[config.mk]
export PLATFORM = sky130hd
export DESIGN_NAME = hazard_unit
export DESIGN_NICKNAME = d
export VERILOG_FILES = /design/src/source/pcore_types_pkg.sv /design/src/source/pcore_fwd_pkg.sv /design/src/source/forward_stall.sv /design/src/source/operand_bypass.sv /design/src/source/pc_redirect.sv /design/src/source/hazard_unit.sv
export VERILOG_INCLUDE_DIRS = /design/src /design/src/source
export SDC_FILE = /design/constraint.sdc
export NUM_CORES = 1
export LEC_CHECK = 0
export BUFFER_PORTS_ARGS = -buffer_cell sky130_fd_sc_hd__buf_2
export CAP_MARGIN = 10
export CORE_AREA = 2 2 130 132
export CTS_BUF_LIST = sky130_fd_sc_hd__clkbuf_4 sky130_fd_sc_hd__clkbuf_8
export CTS_CLUSTER_SIZE = 40
export DETAILED_ROUTE_END_ITERATION = 7
export DIE_AREA = 0 0 132 134
export GPL_TIMING_DRIVEN = 0
export PLACE_DENSITY = 0.56
export SLEW_MARGIN = 15
export SYNTH_ARGS = -nofsm -noshare
export SYNTH_HDL_FRONTEND = slang
export SYNTH_HIERARCHICAL = 1
export SYNTH_SLANG_ARGS = --single-unit
[constraint.sdc]
create_clock -name clk -period 4.16 [get_ports clk]
set_input_delay 0.416 -clock clk [delete_from_list [all_inputs] [get_ports clk]]
set_output_delay 0.416 -clock clk [all_outputs]
set_load 0.02 [all_outputs]
[src/source/pcore_config.svh]
// Core width and reset constants, included by the packages, the fetch PC logic and the testbench
`ifndef PCORE_CONFIG_SVH
`define PCORE_CONFIG_SVH

// Integer register and data path width
`define PCORE_XLEN 32

// Register index width for x0..x31
`define PCORE_REG_ADDR_W 5

// First fetch address after reset
`define PCORE_RESET_PC 32'h0000_1000

`endif

[src/source/pcore_types_pkg.sv]
// Basic vector types of the core, imported wherever data words, register indices or PCs appear
`default_nettype none

`include "pcore_config.svh"

package pcore_types_pkg;

    // One integer data word
    typedef logic [`PCORE_XLEN-1:0] type_data_t;

    // Register index, x0 reads as zero and is never a real producer
    typedef logic [`PCORE_REG_ADDR_W-1:0] type_reg_addr_t;

    // Fetch and branch target addresses
    typedef logic [`PCORE_XLEN-1:0] type_pc_t;

endpackage : pcore_types_pkg

`default_nettype wire

[src/source/pcore_fwd_pkg.sv]
// Stage summary structs exchanged with the forwarding and stall logic, imported by the hazard slice
`default_nettype none

`include "pcore_config.svh"

package pcore_fwd_pkg;

    import pcore_types_pkg::*;

    // Execute stage view of its own source operands
    typedef struct packed {
        type_reg_addr_t rs1_addr;
        type_reg_addr_t rs2_addr;
        logic           use_rs1;
        logic           use_rs2;
        // Branch or jump resolved in execute
        logic           new_pc_req;
    } type_exe2fwd_s;

    // Memory stage destination and outstanding operations
    typedef struct packed {
        type_reg_addr_t rd_addr;
        logic           rd_wr_req;
        logic           ld_req;
        logic           ld_ack;
        // Multi-cycle multiply started
        logic           mul_req;
    } type_lsu2fwd_s;

    // Writeback destination
    typedef struct packed {
        type_reg_addr_t rd_addr;
        logic           rd_wr_req;
        // Multiply result is ready
        logic           alu_m_res;
    } type_wrb2fwd_s;

    // CSR unit requests
    typedef struct packed {
        // Trap, return or interrupt entry
        logic new_pc_req;
        logic wfi_req;
        // CSR read result sits in the LSU stage
        logic csr_read_req;
    } type_csr2fwd_s;

    // PC update controls for fetch
    typedef struct packed {
        logic exe_new_pc_req;
        logic csr_new_pc_req;
        logic wfi_req;
        logic if_stall;
    } type_fwd2if_s;

    // Operand select toward execute
    typedef struct packed {
        logic fwd_lsu_rs1;
        logic fwd_lsu_rs2;
        logic fwd_wrb_rs1;
        logic fwd_wrb_rs2;
    } type_fwd2exe_s;

    typedef struct packed {
        logic pipe_stall;
    } type_fwd2csr_s;

    // Pipeline register controls for the core top
    typedef struct packed {
        logic if2id_pipe_stall;
        logic if2id_pipe_flush;
        logic id2exe_pipe_stall;
        logic id2exe_pipe_flush;
        logic exe2lsu_pipe_stall;
        logic exe2lsu_pipe_flush;
        logic pipe_fwd_wrb_rs1;
        logic pipe_fwd_wrb_rs2;
    } type_fwd2ptop_s;

endpackage : pcore_fwd_pkg

`default_nettype wire

[src/source/forward_stall.sv]
// Data hazard detector that drives operand forwarding, pipeline stalls, flushes and fetch redirects
`default_nettype none

module forward_stall import pcore_fwd_pkg::*; (
    input  wire logic          clk,
    input  wire logic          rst_n,

    // Stage summaries
    input  wire type_wrb2fwd_s wrb2fwd_i,
    input  wire type_lsu2fwd_s lsu2fwd_i,
    input  wire type_exe2fwd_s exe2fwd_i,
    input  wire type_csr2fwd_s csr2fwd_i,

    // Controls toward fetch, execute, CSR and the pipeline registers
    output type_fwd2if_s       fwd2if_o,
    output type_fwd2exe_s      fwd2exe_o,
    output type_fwd2csr_s      fwd2csr_o,
    output type_fwd2ptop_s     fwd2ptop_o
);

    logic rs1_valid;
    logic rs2_valid;
    logic lsu_rs1_match;
    logic lsu_rs2_match;
    logic wrb_rs1_match;
    logic wrb_rs2_match;
    logic ld_csr_read_req;
    logic ld_use_hazard;
    logic ld_stall;
    logic ld_stall_ff;
    logic mul_stall;
    logic mul_stall_ff;
    logic exe_new_pc_req;
    logic id_exe_flush;
    logic lsu_flush;
    logic front_stall;

    // x0 never needs forwarding
    assign rs1_valid = |exe2fwd_i.rs1_addr;
    assign rs2_valid = |exe2fwd_i.rs2_addr;

    assign lsu_rs1_match = rs1_valid & lsu2fwd_i.rd_wr_req
                         & (exe2fwd_i.rs1_addr == lsu2fwd_i.rd_addr);
    assign lsu_rs2_match = rs2_valid & lsu2fwd_i.rd_wr_req
                         & (exe2fwd_i.rs2_addr == lsu2fwd_i.rd_addr);
    assign wrb_rs1_match = rs1_valid & wrb2fwd_i.rd_wr_req
                         & (exe2fwd_i.rs1_addr == wrb2fwd_i.rd_addr);
    assign wrb_rs2_match = rs2_valid & wrb2fwd_i.rd_wr_req
                         & (exe2fwd_i.rs2_addr == wrb2fwd_i.rd_addr);

    // LSU result not available yet for loads and CSR reads
    assign ld_csr_read_req = lsu2fwd_i.ld_req | csr2fwd_i.csr_read_req;

    // Ack wins over a new request, so the stall is already low in the ack cycle
    always_comb begin
        if (lsu2fwd_i.ld_ack) begin
            ld_stall = 1'b0;
        end else if (lsu2fwd_i.ld_req) begin
            ld_stall = 1'b1;
        end else begin
            ld_stall = ld_stall_ff;
        end
    end

    always_comb begin
        if (wrb2fwd_i.alu_m_res) begin
            mul_stall = 1'b0;
        end else if (lsu2fwd_i.mul_req) begin
            mul_stall = 1'b1;
        end else begin
            mul_stall = mul_stall_ff;
        end
    end

    always_ff @(posedge clk) begin
        if (!rst_n) begin
            ld_stall_ff  <= 1'b0;
            mul_stall_ff <= 1'b0;
        end else begin
            ld_stall_ff  <= ld_stall;
            mul_stall_ff <= mul_stall;
        end
    end

    // Only the first cycle of a load is a load-use hazard, later cycles are the load stall
    assign ld_use_hazard = ((lsu_rs1_match & exe2fwd_i.use_rs1)
                          | (lsu_rs2_match & exe2fwd_i.use_rs2))
                         & ld_csr_read_req & ~ld_stall_ff;

    // Execute redirect is dropped while its operands or the LSU are not settled
    assign exe_new_pc_req = exe2fwd_i.new_pc_req & ~(ld_use_hazard | ld_stall);

    assign lsu_flush    = csr2fwd_i.new_pc_req | csr2fwd_i.wfi_req;
    assign id_exe_flush = exe_new_pc_req | lsu_flush;
    assign front_stall  = ld_use_hazard | ld_stall | mul_stall;

    always_comb begin
        fwd2exe_o.fwd_lsu_rs1 = lsu_rs1_match & ~ld_csr_read_req;
        fwd2exe_o.fwd_lsu_rs2 = lsu_rs2_match & ~ld_csr_read_req;
        fwd2exe_o.fwd_wrb_rs1 = wrb_rs1_match;
        fwd2exe_o.fwd_wrb_rs2 = wrb_rs2_match;
    end

    always_comb begin
        fwd2ptop_o.if2id_pipe_stall   = front_stall;
        fwd2ptop_o.if2id_pipe_flush   = id_exe_flush;
        fwd2ptop_o.id2exe_pipe_stall  = front_stall;
        fwd2ptop_o.id2exe_pipe_flush  = id_exe_flush;
        fwd2ptop_o.exe2lsu_pipe_stall = ld_stall;
        // Bubble into LSU while the dependent instruction waits
        fwd2ptop_o.exe2lsu_pipe_flush = ld_use_hazard | lsu_flush;
        fwd2ptop_o.pipe_fwd_wrb_rs1   = wrb_rs1_match;
        fwd2ptop_o.pipe_fwd_wrb_rs2   = wrb_rs2_match;
    end

    assign fwd2csr_o.pipe_stall = ld_use_hazard;

    always_comb begin
        // CSR redirect has priority over execute
        fwd2if_o.exe_new_pc_req = exe_new_pc_req & ~csr2fwd_i.new_pc_req;
        fwd2if_o.csr_new_pc_req = csr2fwd_i.new_pc_req;
        fwd2if_o.wfi_req        = csr2fwd_i.wfi_req;
        fwd2if_o.if_stall       = front_stall;
    end

    assert property (@(posedge clk) disable iff (!rst_n)
        !(fwd2if_o.exe_new_pc_req && fwd2if_o.csr_new_pc_req))
        else $error("execute and CSR redirects granted together");

    // The stall flop must mask a repeated load-use hazard in the following cycle
    assert property (@(posedge clk) disable iff (!rst_n)
        ld_stall |=> !ld_use_hazard)
        else $error("load-use hazard raised during an outstanding load");

endmodule : forward_stall

`default_nettype wire

[src/source/operand_bypass.sv]
// Execute operand mux choosing between register file, LSU result and writeback result
`default_nettype none

module operand_bypass import pcore_types_pkg::*, pcore_fwd_pkg::*; (
    input  wire type_fwd2exe_s fwd2exe_i,

    // Candidate values for the two sources
    input  wire type_data_t    rf_rs1_data_i,
    input  wire type_data_t    rf_rs2_data_i,
    input  wire type_data_t    lsu_rd_data_i,
    input  wire type_data_t    wrb_rd_data_i,

    // Resolved operands for the ALU
    output type_data_t         rs1_data_o,
    output type_data_t         rs2_data_o
);

    // LSU holds the younger producer, so it is checked first
    function automatic type_data_t pick_operand(
        input logic       sel_lsu,
        input logic       sel_wrb,
        input type_data_t rf_data,
        input type_data_t lsu_data,
        input type_data_t wrb_data
    );
        type_data_t result;
        if (sel_lsu) begin
            result = lsu_data;
        end else if (sel_wrb) begin
            result = wrb_data;
        end else begin
            result = rf_data;
        end
        return result;
    endfunction

    always_comb begin
        rs1_data_o = pick_operand(
            fwd2exe_i.fwd_lsu_rs1,
            fwd2exe_i.fwd_wrb_rs1,
            rf_rs1_data_i,
            lsu_rd_data_i,
            wrb_rd_data_i
        );
    end

    always_comb begin
        rs2_data_o = pick_operand(
            fwd2exe_i.fwd_lsu_rs2,
            fwd2exe_i.fwd_wrb_rs2,
            rf_rs2_data_i,
            lsu_rd_data_i,
            wrb_rd_data_i
        );
    end

endmodule : operand_bypass

`default_nettype wire

[src/source/pc_redirect.sv]
// Fetch PC register that steps by one word, takes execute or CSR targets, or holds on a stall
`default_nettype none

`include "pcore_config.svh"

module pc_redirect import pcore_types_pkg::*, pcore_fwd_pkg::*; (
    input  wire logic         clk,
    input  wire logic         rst_n,

    // Redirect and stall controls from the hazard detector
    input  wire type_fwd2if_s fwd2if_i,

    // Branch or jump target and trap target
    input  wire type_pc_t     exe_target_i,
    input  wire type_pc_t     csr_target_i,

    output type_pc_t          pc_o
);

    type_pc_t pc_ff;
    type_pc_t pc_next;

    // Priority is CSR, then execute, then hold, then sequential
    always_comb begin
        if (fwd2if_i.csr_new_pc_req) begin
            pc_next = csr_target_i;
        end else if (fwd2if_i.exe_new_pc_req) begin
            pc_next = exe_target_i;
        end else if (fwd2if_i.wfi_req || fwd2if_i.if_stall) begin
            pc_next = pc_ff;
        end else begin
            pc_next = pc_ff + type_pc_t'(4);
        end
    end

    always_ff @(posedge clk) begin
        if (!rst_n) begin
            pc_ff <= `PCORE_RESET_PC;
        end else begin
            pc_ff <= pc_next;
        end
    end

    assign pc_o = pc_ff;

    // Trap entry must land on the CSR target in the next cycle
    assert property (@(posedge clk) disable iff (!rst_n)
        fwd2if_i.csr_new_pc_req |=> (pc_o == $past(csr_target_i)))
        else $error("CSR redirect did not reach the fetch PC");

endmodule : pc_redirect

`default_nettype wire

[src/source/hazard_unit.sv]
// Top of the hazard slice, wiring the hazard detector to the operand bypass and the fetch PC
`default_nettype none

module hazard_unit import pcore_types_pkg::*, pcore_fwd_pkg::*; (
    input  wire logic          clk,
    input  wire logic          rst_n,

    // Stage summaries
    input  wire type_exe2fwd_s exe2fwd_i,
    input  wire type_lsu2fwd_s lsu2fwd_i,
    input  wire type_wrb2fwd_s wrb2fwd_i,
    input  wire type_csr2fwd_s csr2fwd_i,

    // Operand sources
    input  wire type_data_t    rf_rs1_data_i,
    input  wire type_data_t    rf_rs2_data_i,
    input  wire type_data_t    lsu_rd_data_i,
    input  wire type_data_t    wrb_rd_data_i,

    // Redirect targets
    input  wire type_pc_t      exe_target_i,
    input  wire type_pc_t      csr_target_i,

    output type_data_t         rs1_data_o,
    output type_data_t         rs2_data_o,
    output type_pc_t           pc_o,

    // Pipeline register controls and CSR stall
    output type_fwd2ptop_s     fwd2ptop_o,
    output type_fwd2csr_s      fwd2csr_o
);

    type_fwd2if_s  fwd2if;
    type_fwd2exe_s fwd2exe;

    forward_stall forward_stall_i (
        .clk        (clk),
        .rst_n      (rst_n),
        .wrb2fwd_i  (wrb2fwd_i),
        .lsu2fwd_i  (lsu2fwd_i),
        .exe2fwd_i  (exe2fwd_i),
        .csr2fwd_i  (csr2fwd_i),
        .fwd2if_o   (fwd2if),
        .fwd2exe_o  (fwd2exe),
        .fwd2csr_o  (fwd2csr_o),
        .fwd2ptop_o (fwd2ptop_o)
    );

    // Zero-cycle operand resolution for execute
    operand_bypass operand_bypass_i (
        .fwd2exe_i     (fwd2exe),
        .rf_rs1_data_i (rf_rs1_data_i),
        .rf_rs2_data_i (rf_rs2_data_i),
        .lsu_rd_data_i (lsu_rd_data_i),
        .wrb_rd_data_i (wrb_rd_data_i),
        .rs1_data_o    (rs1_data_o),
        .rs2_data_o    (rs2_data_o)
    );

    // Next fetch address, one cycle behind the controls
    pc_redirect pc_redirect_i (
        .clk          (clk),
        .rst_n        (rst_n),
        .fwd2if_i     (fwd2if),
        .exe_target_i (exe_target_i),
        .csr_target_i (csr_target_i),
        .pc_o         (pc_o)
    );

endmodule : hazard_unit

`default_nettype wire

## After elaboration in Yosys (flattened, before gate mapping)

Cells that the tools add are included.

- Register bits: 34
- Output and inout bits: 105
- Word-level logic and storage cells: 50

- Add/sub/neg operators: 1
- Equality and inequality tests: 5
- Mux-type cells: 11
- Bitwise operators: 27
- Reductions and logical operators: 3

Operators with widths:

| kind | number |
|---|---|
| 32-bit two-way mux | 7 |
| 32-bit by 3-bit adder with 32-bit output, second input constant | 1 |
| 5-bit equality test | 4 |
| 1-bit AND | 16 |
| 5-bit OR reduction | 2 |
| 1-bit bitwise OR | 7 |
| 1-bit two-way mux | 4 |
| 1-bit NOT | 4 |
| 3-bit != test, second input constant | 1 |
| 1-bit logical OR | 1 |

## Longest topological paths before layout

- Word-level depth: 13
- Mapped depth: 11

## Cells and area by module

Netlist, hierarchy kept.

Modules (own cells, without submodules):

| module | instances | cells an instance | area an instance (um^2) |
|---|---|---|---|
| pc_redirect | 1 | 288 | 2,167.1 |
| operand_bypass | 1 | 214 | 1,426.4 |
| forward_stall | 1 | 72 | 553.0 |

## Least setup slack after synthesis

OpenSTA, ideal clock, no wires.

- Kind: input port to flip-flop
- From: input exe2fwd_i[9] (netlist bit)
- To: register pc_redirect_i.pc_ff[19], in the netlist pc_redirect_i/pc_o[19]
- Setup time: 0.086 ns
- Arrival time: 2.895 ns
- Setup slack: 1.179 ns
- Stages: 11
- Cell sequence: or4_4 -> o211ai_2 -> o22ai_2 -> a2111oi_2 -> clkbuf_1 -> inv_1 -> nor2_1 -> clkbuf_1 -> a22oi_1 -> o21a_1 -> a211oi_1

RTL lines:

| element | RTL line | RTL |
|---|---|---|
| start: declaration | hazard_unit.sv:9 | `input wire type_exe2fwd_s exe2fwd_i,` |
| end signal: assignment | pc_redirect.sv:38 | `` pc_ff <= `PCORE_RESET_PC; `` |
| end signal: assignment | pc_redirect.sv:40 | `pc_ff <= pc_next;` |
| end: declaration | pc_redirect.sv:20 | `type_pc_t pc_ff;` |

==> flow_summary.yaml <==
clocking:
  cts_setup_buffers: 0
  clock_latency_reported_for_the_late_side_of_the_worst_skew_pair_ns: 0.31
  tritoncts_clock_tree: "built"
  cts_root_buf: "sky130_fd_sc_hd__clkbuf_8"
  cts.path.max_buffers: 2
  htree_num_levels: 2
  cts.sink_count: 34
  clock_edge_transition_at_the_registers_on_the_reported_setup_and_hold_paths_ns: 0.09
  cts_hold_buffers: 0
  cts_made_buffers: 5
  number_of_gates_resized_after_cts: 0
worst_setup_path:
  ff2ff_path_depth: 10
  cp.required_ns: 4.39
  worst_path_max_delay_cell: "sky130_fd_sc_hd__nor2_1"
  worst_path_dominant_cell_family: "buffers and inverters"
  critical_path_class: "in2reg"
  r2r-end: "pc_redirect_i/pc_o[19]"
  reg2reg_slack_ns: 1.01
  kind_of_capture_point_of_the_worst_setup_path: "flip-flop"
  cpPeakStageDelay_ns: 0.58
  timing.critical_path.cells: "buf_2, or4_4, o211ai_2, o22ai_2, a2111oi_2, clkbuf_1, inv_1, nor2_1, clkbuf_2, a22oi_1, o21a_1, a211oi_1"
  cp.buffers_inverters: 4
  worst_setup_path_start_kind: "input port"
  worstPathMaxFanout: 10
  worst_r2r_startpoint: "forward_stall_i/ld_stall_ff"
  cp.arrival_ns: 3.95
logic_synthesis:
  synth-warning-count: 6
  yosys.cell_types.count: 60
  syn_nets: 801
  synth_top_area_share_pct: 16.90
  syn-mean-instance-area_sq_um: 7.224
  mappedNetlistArea_sq_mm: 0.004146
  synth-edff-count: 0
  synth.ff_latch_count: 34
  postSynthCellCount: 574
  synth.area.top_cells: "sky130_fd_sc_hd__mux2i_1, sky130_fd_sc_hd__dfxtp_1, sky130_fd_sc_hd__nand2_1"
  synth-seq-area-share_pct: 16.42
  async_reset_ff_share_pct: 0
  synth.largest_area_cell: "sky130_fd_sc_hd__mux2i_1"
  synth_ff_type: "sky130_fd_sc_hd__dfxtp_1"
placement:
  place_hpwl_microns: 17530
  globalplace.congestion: 0.9363
  placedInstanceArea_sq_mm: 0.006073
  preCtsSetupSlack_ns: -0.1017
  dpl.cell_count: 1124
  port-buffer-count: 330
final_layout:
  syn2layout_area_growth_pct: 50.24
  final_layout_size_suffix_gt1_share_pct: 42.76
  final_nets: 1138
  design_area_sq_mm: 0.006230
  finalNonFillerCells: 1137
  layout.cells.most_common: "sky130_fd_sc_hd__buf_2"
  layout_common_cells: "sky130_fd_sc_hd__buf_2, sky130_fd_sc_hd__nand2_1, sky130_fd_sc_hd__mux2i_1"
timing:
  timing.final.ws_setup_ns: 0.4375
  worst_slew_pin_slew_ns: 1.013
  drv_slew: 0
  fin_skew_ns: 0.01262
  achievable-frequency_mhz: 268.6
  period_share_pct: 89.48
  report.final.hold_viol_count: 0
  setup_repair_after_global_routing_missed_its_margin: "no"
  slew_margin_rel_pct: 31.92
  final_period_minus_worst_setup_slack_ns: 3.723
  final.hold.worst_slack_ns: 0.3408
  timing.final.setup_violations: 0
route:
  drt-vias-per-instance: 5.081
  first_iter_violations: 274
  wl_microns: 21160
  detail_route.drc_violations: 0
  drt_pass1_iterations: 5
  drtAntennaViolNets: 0
  via_count: 5777
  route.detailed.wl_per_inst_microns: 18.61
global_route:
  grt_antenna_before_repair: 5
  grt_use_total_pct: 22.47
  grt_first_pass_wirelength_microns: 31260
  grt_max_degree: 12
  grt_pass1_vias: 5520
  gr-total-overflow: 0
pwr:
  power_leakage_uw: 0.002710
  cellPowerDensity_mw_per_mm2: 212.4
  peakVddDrop_uv: 209.8
hold_path:
  hold_path_end: "pc_redirect_i/pc_o[2]"
  hold_class: "in2reg"
  timing.hold.worst.start: "csr_target_i[2]"
  min_path_cells: 3
floorplanning:
  placement_rows: 47
  core_sq_mm: 0.01629
  starting_density_of_the_core_pct: 25.46
  design.portCount: 331
  design.die.area_sq_mm: 0.01769
  die_height_microns: 134
  horizontal_die_dimension_microns: 132
run_status:
  status: "finished, final reports clean"
flow_run:
  cap_viol_max_count: 0
## Yosys cell counts, drive strengths merged (2+ instances only)
master,count
nand2b,2
inv,8
o21ai,83
and3,9
dfxtp,34
nor2,27
a22o,4
or2,3
nor4,7
mux2i,70
o211ai,6
nand4,11
and4,2
buf,34
and2,3
nor3,11
nand2,92
a41o,3
a22oi,11
nand3,22
xnor2,20
a31oi,7
nand4b,2
or3,2
a211oi,5
o221ai,2
a21oi,25
o22ai,9
clkbuf,17
o21a,4
o31ai,4
xor2,13
or4,6
## state kept, by name, summed over array words and instances, names as in the netlist
signal,cells
forward_stall_i/ld_stall_ff,1
pc_redirect_i/pc_o,32
forward_stall_i/mul_stall_ff,1
## cell type report
cell class                      count  area (sq um)
Antenna cell                        5         12.51
Buffer                             51         369.1
Clock buffer                        6         82.58
Clock inverter                      2         60.06
Fill cell                        1836         10060
Inverter                            9         33.78
Multi-Input combinational cell    480          3064
Sequential cell                    34         680.7
Tap cell                          220         275.3
Timing Repair Buffer              330          1652
## worst register-to-register path: stages (launching register included)
cell and delay (ns):
sky130_fd_sc_hd__dfxtp_1 0.36, sky130_fd_sc_hd__nor2_1 0.11, sky130_fd_sc_hd__nor2_1 0.10, sky130_fd_sc_hd__a2111oi_2 0.33, sky130_fd_sc_hd__clkbuf_1 0.41, sky130_fd_sc_hd__inv_1 0.25
sky130_fd_sc_hd__nor2_1 0.58, sky130_fd_sc_hd__clkbuf_2 0.44, sky130_fd_sc_hd__a22oi_1 0.15, sky130_fd_sc_hd__o21a_1 0.15, sky130_fd_sc_hd__a211oi_1 0.20
## kinds of logic (layout without fill, tap and decap cells)
kind of cell	count (synthesis)	in the layout	share of synthesized area (%)
AOI/OAI and AO/OA	175	175	26.37
muxes	71	71	17.17
and+or+nand+nor	200	200	23.08
xor gates and xnor gates	33	33	6.970
buffers and inverters	60	398	9.686
adders and majority gates	1	1	0.3017
DFF	34	34	16.42
other	0	5	0
## layer usage
metal	up-vias	wire length [microns]	GRT usage, %
met5	-	11	0
met4	2	825	9.541
met3	47	1779	5.253
met2	290	10390	40.48
met1	2666	8157	25.41
li1	2772	-	-
## metrics by stage
step	TNS (ns)	total power, uW	utilization (%)
floorplan	0	668.7	-
global placement	-0.2154	926.3	37.28
detailed placement	-0.1709	929.0	37.28
CTS	0	1329	38.16
global route	0	1382	38.21
finish	0	1323	38.24
## where the power goes
part           switching, uW  internal, uW
Combinational            307           229
Clock                    145           256
Sequential              35.7           350
Total                    488           835
## worst max-delay path by stage
| stage | start | end | slack, ns | cells past startpoint |
|---|---|---|---|---|
| 5_1_grt | exe2fwd_i[4] | pc_redirect_i/pc_o[19] | 0.21 | 12 |
| 3_3_place_gp | exe2fwd_i[4] | pc_redirect_i/pc_o[19] | -0.11 | 12 |
| 3_5_place_dp | exe2fwd_i[4] | pc_redirect_i/pc_o[19] | -0.10 | 12 |
| 2_1_floorplan | exe2fwd_i[9] | pc_redirect_i/pc_o[19] | 1.18 | 11 |
| 4_1_cts | exe2fwd_i[4] | pc_redirect_i/pc_o[19] | 0.22 | 12 |
| 6_report | exe2fwd_i[4] | pc_redirect_i/pc_o[19] | 0.44 | 12 |
(Power assumes the default switching activity.)
